File: config.mk
export PLATFORM = sky130hd
export DESIGN_NAME = gray_pixel_conv
export DESIGN_NICKNAME = d
export VERILOG_FILES = /design/src/gray_pkg.sv /design/src/gray_pixel_conv.sv
export SDC_FILE = /design/constraint.sdc
export NUM_CORES = 2
export LEC_CHECK = 0
export ABC_CLOCK_PERIOD_IN_PS = 3480
export BUFFER_PORTS_ARGS = -buffer_cell sky130_fd_sc_hd__buf_2
export CORE_MARGIN = 8
export CORE_UTILIZATION = 32
export DETAILED_ROUTE_END_ITERATION = 16
export PLACE_DENSITY_LB_ADDON = 0.15
export SYNTH_ARGS = -nofsm -noshare
export SYNTH_HDL_FRONTEND = slang
export SYNTH_SLANG_ARGS = --single-unit
export TNS_END_PERCENT = 100
File: constraint.sdc
create_clock -name clk -period 3.48 [get_ports clk]
set_clock_uncertainty 0.1 [all_clocks]
set_input_delay 0.174 -clock clk [delete_from_list [all_inputs] [get_ports clk]]
set_output_delay 0.174 -clock clk [all_outputs]
set_load 0.1 [all_outputs]
File: src/gray_pkg.sv
// Shared types for the grayscale accelerator, imported by every design module
package gray_pkg;

  // ##########################################################
  // Memory channel types
  // ##########################################################

  typedef logic [31:0]  cl_addr_t;  // Cache-line address
  typedef logic [511:0] cl_data_t;  // One cache line of 16 RGBA pixels

  typedef struct packed {
    cl_addr_t    address;  // First line of the buffer
    logic [31:0] size;     // Number of lines
  } buf_desc_t;

  typedef struct packed {
    logic     valid;
    cl_addr_t address;
  } rd_req_t;

  typedef struct packed {
    logic     valid;
    cl_addr_t address;  // Echo of the request address, used as the line tag
    cl_data_t data;
  } rd_rsp_t;

  typedef struct packed {
    logic     valid;
    cl_addr_t address;
    cl_data_t data;
  } wr_req_t;

  typedef struct packed {
    logic valid;
  } wr_rsp_t;

  // Line as it moves through the converter and the FIFO
  typedef struct packed {
    cl_addr_t address;  // Offset from the start of the buffer
    cl_data_t data;
  } line_t;

  // ##########################################################
  // Control
  // ##########################################################

  typedef enum logic [1:0] {
    S_RD_IDLE,
    S_RD_FETCH,
    S_RD_FINISH
  } rd_state_t;

  typedef enum logic [1:0] {
    S_WR_IDLE,
    S_WR_DATA,
    S_WR_FINISH_1,
    S_WR_FINISH_2
  } wr_state_t;

  localparam logic [31:0] HC_CONTROL_START = 32'h0000_0001;  // Host word that starts a job

endpackage : gray_pkg
File: src/gray_pixel_conv.sv
// Two-stage RGBA to grayscale converter for one cache line, tag carried with the data
`timescale 1ns/100ps

module gray_pixel_conv import gray_pkg::*; (
  input  logic  clk,
  input  logic  reset,
  input  logic  in_valid,
  input  line_t in_line,
  output logic  out_valid,
  output line_t out_line
);

  localparam int PIXELS = 16;

  // Weighted channels of one pixel between the two stages
  typedef struct packed {
    logic [15:0] r;
    logic [15:0] g;
    logic [15:0] b;
    logic [7:0]  a;
  } pix_prod_t;

  pix_prod_t   s1_prod [PIXELS];
  logic        s1_valid;
  cl_addr_t    s1_addr;
  logic [15:0] sum     [PIXELS];

  always_ff @(posedge clk or posedge reset) begin
    if (reset) begin
      s1_valid  <= 1'b0;
      out_valid <= 1'b0;
    end else begin
      s1_valid  <= in_valid;
      out_valid <= s1_valid;
    end
  end

  // ##########################################################
  // Stage 1, per-channel products
  // ##########################################################

  always_ff @(posedge clk) begin
    s1_addr <= in_line.address;
    for (int i = 0; i < PIXELS; i++) begin
      s1_prod[i].r <= 16'(in_line.data[32*i +: 8]) * 16'd77;
      s1_prod[i].g <= 16'(in_line.data[32*i+8 +: 8]) * 16'd150;
      s1_prod[i].b <= 16'(in_line.data[32*i+16 +: 8]) * 16'd29;
      s1_prod[i].a <= in_line.data[32*i+24 +: 8];
    end
  end

  // ##########################################################
  // Stage 2, sum and scale
  // ##########################################################

  // Weights add up to 256 so the sum never exceeds 16 bits
  always_comb begin
    for (int i = 0; i < PIXELS; i++) begin
      sum[i] = s1_prod[i].r + s1_prod[i].g + s1_prod[i].b;
    end
  end

  always_ff @(posedge clk) begin
    out_line.address <= s1_addr;
    for (int i = 0; i < PIXELS; i++) begin
      out_line.data[32*i +: 32] <= {s1_prod[i].a, sum[i][15:8], sum[i][15:8], sum[i][15:8]};
    end
  end

endmodule : gray_pixel_conv

==> results.toml <==
[synth]
syn_nets = 10210
async_reset_ff_share_pct = 0.1757
synth_top_family_by_area = "adder cells"
synth.distinct_cells = 62
syn_area_per_cell_um2 = 10.80
synth_warnings = 0
yosys_most_used_dff = "dfxtp_1"
synthMuxAreaShare_pct = 0.08955
synth_xor_area_share_pct = 5.820
synth_seq_area_share_pct = 29.13
synth_compound_area_share_pct = 8.601
synthAdderAreaFrac_pct = 44.47
synthSimpleGateAreaFrac_pct = 3.587
synth_edf_count = 0
ys_ff_latch = 1138
netlist_area_um2 = 78250
syn_inst = 7244

[clock_tree]
cts_tree = "yes"
insertion_delay_ps = 780
cts_sinks = 1138
cts_buffer_depth = 3
numCtsBuffers = 145
cts_root_buf = "clkbuf_16"
cts_htree_levels = 4
clk_pin_slew_worst_paths_ps = 60

[routing]
dr.pass1.iters = 5
wl_per_cell_um = 16.54
top_layer_used = "met5"
wl_met1_um = 89990
wl_met3_um = 10650
first_iter_violations = 1536
vias = 55470
drcViolationCount = 0
met2_length_um = 102500
wl_um = 210900
ant_nets = 0
routed_via_density = 4.350

[worst_setup_path]
crit_cells = 16
worstRegToRegCells = 11
critical_path_arrival_ps = 3960
cpMostUsedCell = "ha_1"
path_delay_family = "buffers and inverters"
path_cells = "dlygate4sd3_1 > buf_2 > buf_4 > ha_1 > ha_1 > ha_1 > ha_1 > a21o_1 > a21oi_2 > o21bai_1 > a21oi_2 > o21ai_1 > a21o_1 > a21boi_1 > o21bai_1 > dlygate4sd3_1"
cp_slowest_cell = "dlygate4sd3_1"
path_max_fanout = 3
cpPeakStageDelay_ps = 540
crit_path_end_kind = "flop"
crit_buf_inv = 4
worstSetupPathType = "input port to flop"
cp-start-kind = "input port"
cp.required_ps = 4020

[timing]
fmax_mhz = 292.5
slew_headroom_pct = 55.68
slew_violations = 0
setup_violations = 0
holdWs_ps = 97.72
hold_viol = 0
post-route-min-period_ps = 3419
finalCritPeriodShare_pct = 98.25
tightest_slew_ps = 669.3
tns_ps = 0

[final_layout]
area_growth_pct = 31.00
fin_util_pct = 42.14
layout_commonest_cell = "ha_1"
design_area_um2 = 102500
finalNetCount = 12340
most-common-layout-cells = "ha_1, inv_1, dfxtp_1"
drive_gt1_share_pct = 18.06

[min_path]
whs_path_depth = 2
hold_path_class = "input port to flop"

[pwr]
peakVddDrop_mv = 1.436
totalPowerFinal_uw = 100900
leakage_uw = 0.05327
pwr_density_cell_nw_per_um2 = 984.4

[floorplanning]
fp.dieArea_um2 = 260600
die_w_um = 510.5
initial_core_util_pct = 32.17
chipHeight_um = 510.5
rows = 181
core_um2 = 243200
boundaryPins = 1092

[global_route]
overflow = 0
track_usage_pct = 15.92
grt_max_degree = 17
grt_pass1_vias = 59800
antenna_found_initial = 91
grt_pass1_wl_um = 327300

[job]
max-cap-violations = 0

[place]
hpwl_um = 175700
numPortBuffers = 1091
routabilityCongestion = 0.8556
placed_cell_area_um2 = 87940

[run_status]
outcome = "finished, final reports clean"
what timing repair did:
| item | 4_1_cts | 5_1_grt |
|---|---|---|
| setup buffers | 0 | 7 |
| endpoints found under the setup margin | 0 | 27 |
| hold buffers | 858 | 1 |
| endpoints found under the hold margin | 668 | 1 |
| resized for setup | 0 | 95 |
metrics by stage:
stage	cells	setup WS [ps]
after floorplan	7244	34.04
after global placement	11570	-455.3
after detailed placement	11570	-364.6
after CTS	12690	0.3380
after global routing	12730	-6.539
final	12750	60.89
cell type report:
cell class	instances	area [µm²]
Sequential cell	1138	22790
Clock inverter	79	1323
Clock buffer	183	4053
Antenna cell	59	147.6
Tap cell	3202	4006
Fill cell	23320	140700
Inverter	1220	4579
Timing Repair Buffer	2240	16250
Multi-Input combinational cell	4630	49350
state kept, by name (all words and copies together), names as in the netlist:
register / count
out_line: 288
out_valid: 1
s1_addr: 32
s1_prod: 816
s1_valid: 1
worst paths after layout:
check | from | endpoint | slack (ps)
min reg2reg | s1_prod[1][4] | out_line[60] | 220
min in group asynchronous | reset | out_valid | 250
max in group asynchronous | reset | s1_valid | 2910
max | in_line[425] | s1_prod[13][35] | 60
min | in_line[432] | s1_prod[13][8] | 100
max reg2reg | s1_prod[11][10] | out_line[372] | 230
power by group:
group	switching, µW	leakage, µW	internal [µW]
Sequential	2750	0.00960	17700
Clock	6330	0.00261	10200
Combinational	42300	0.0411	21600
Total	51300	0.0533	49600
cells by family (layout without fill, tap and decap cells):
logic type | count (synthesis) | after routing
fa+ha+maj | 2416 | 2416
simple gates | 611 | 611
flops | 1138 | 1138
other cells | 0 | 59
mux | 7 | 7
xor+xnor | 520 | 520
compound gates | 1076 | 1076
buf+inv | 1476 | 3722
layer usage:
layer / track usage [%] / vias to the layer above
met5: 0 / -
li1: - / 28040
met4: 5.451 / 50
met2: 28.40 / 1006
met3: 3.238 / 353
met1: 19.02 / 26030
cell usage after synthesis (all sizes together), types with 3 or more instances:
cell	number	area [µm²]
buf	256	1922
o31ai	5	37.54
a221oi	9	78.83
nand4	8	50.05
xnor2	328	2873
a41o	9	90.09
o21a	49	367.9
a211oi	10	80.07
nand2	149	559.3
o21bai	67	503.0
nor2b	50	312.8
and4	14	122.6
inv	1220	4579
a21o	194	1456
dfxtp	1136	22740
o311ai	7	61.31
nand3	24	120.1
a21oi	413	2074
a21boi	40	300.3
or3	6	42.54
o211ai	3	22.52
or4b	5	50.05
a31oi	11	68.82
a311oi	3	32.53
nor2	251	942.2
fa	608	12170
a41oi	7	68.82
mux2i	7	70.07
and2	11	73.82
nor3	47	235.2
nor4	4	25.02
a2111oi	17	242.7
nand2b	22	137.6
o31a	4	35.03
ha	1808	22620
and3	17	111.4
o21ai	212	1061
o2111ai	6	52.55
xor2	192	1682
Power figures use the tool's default switching activity.
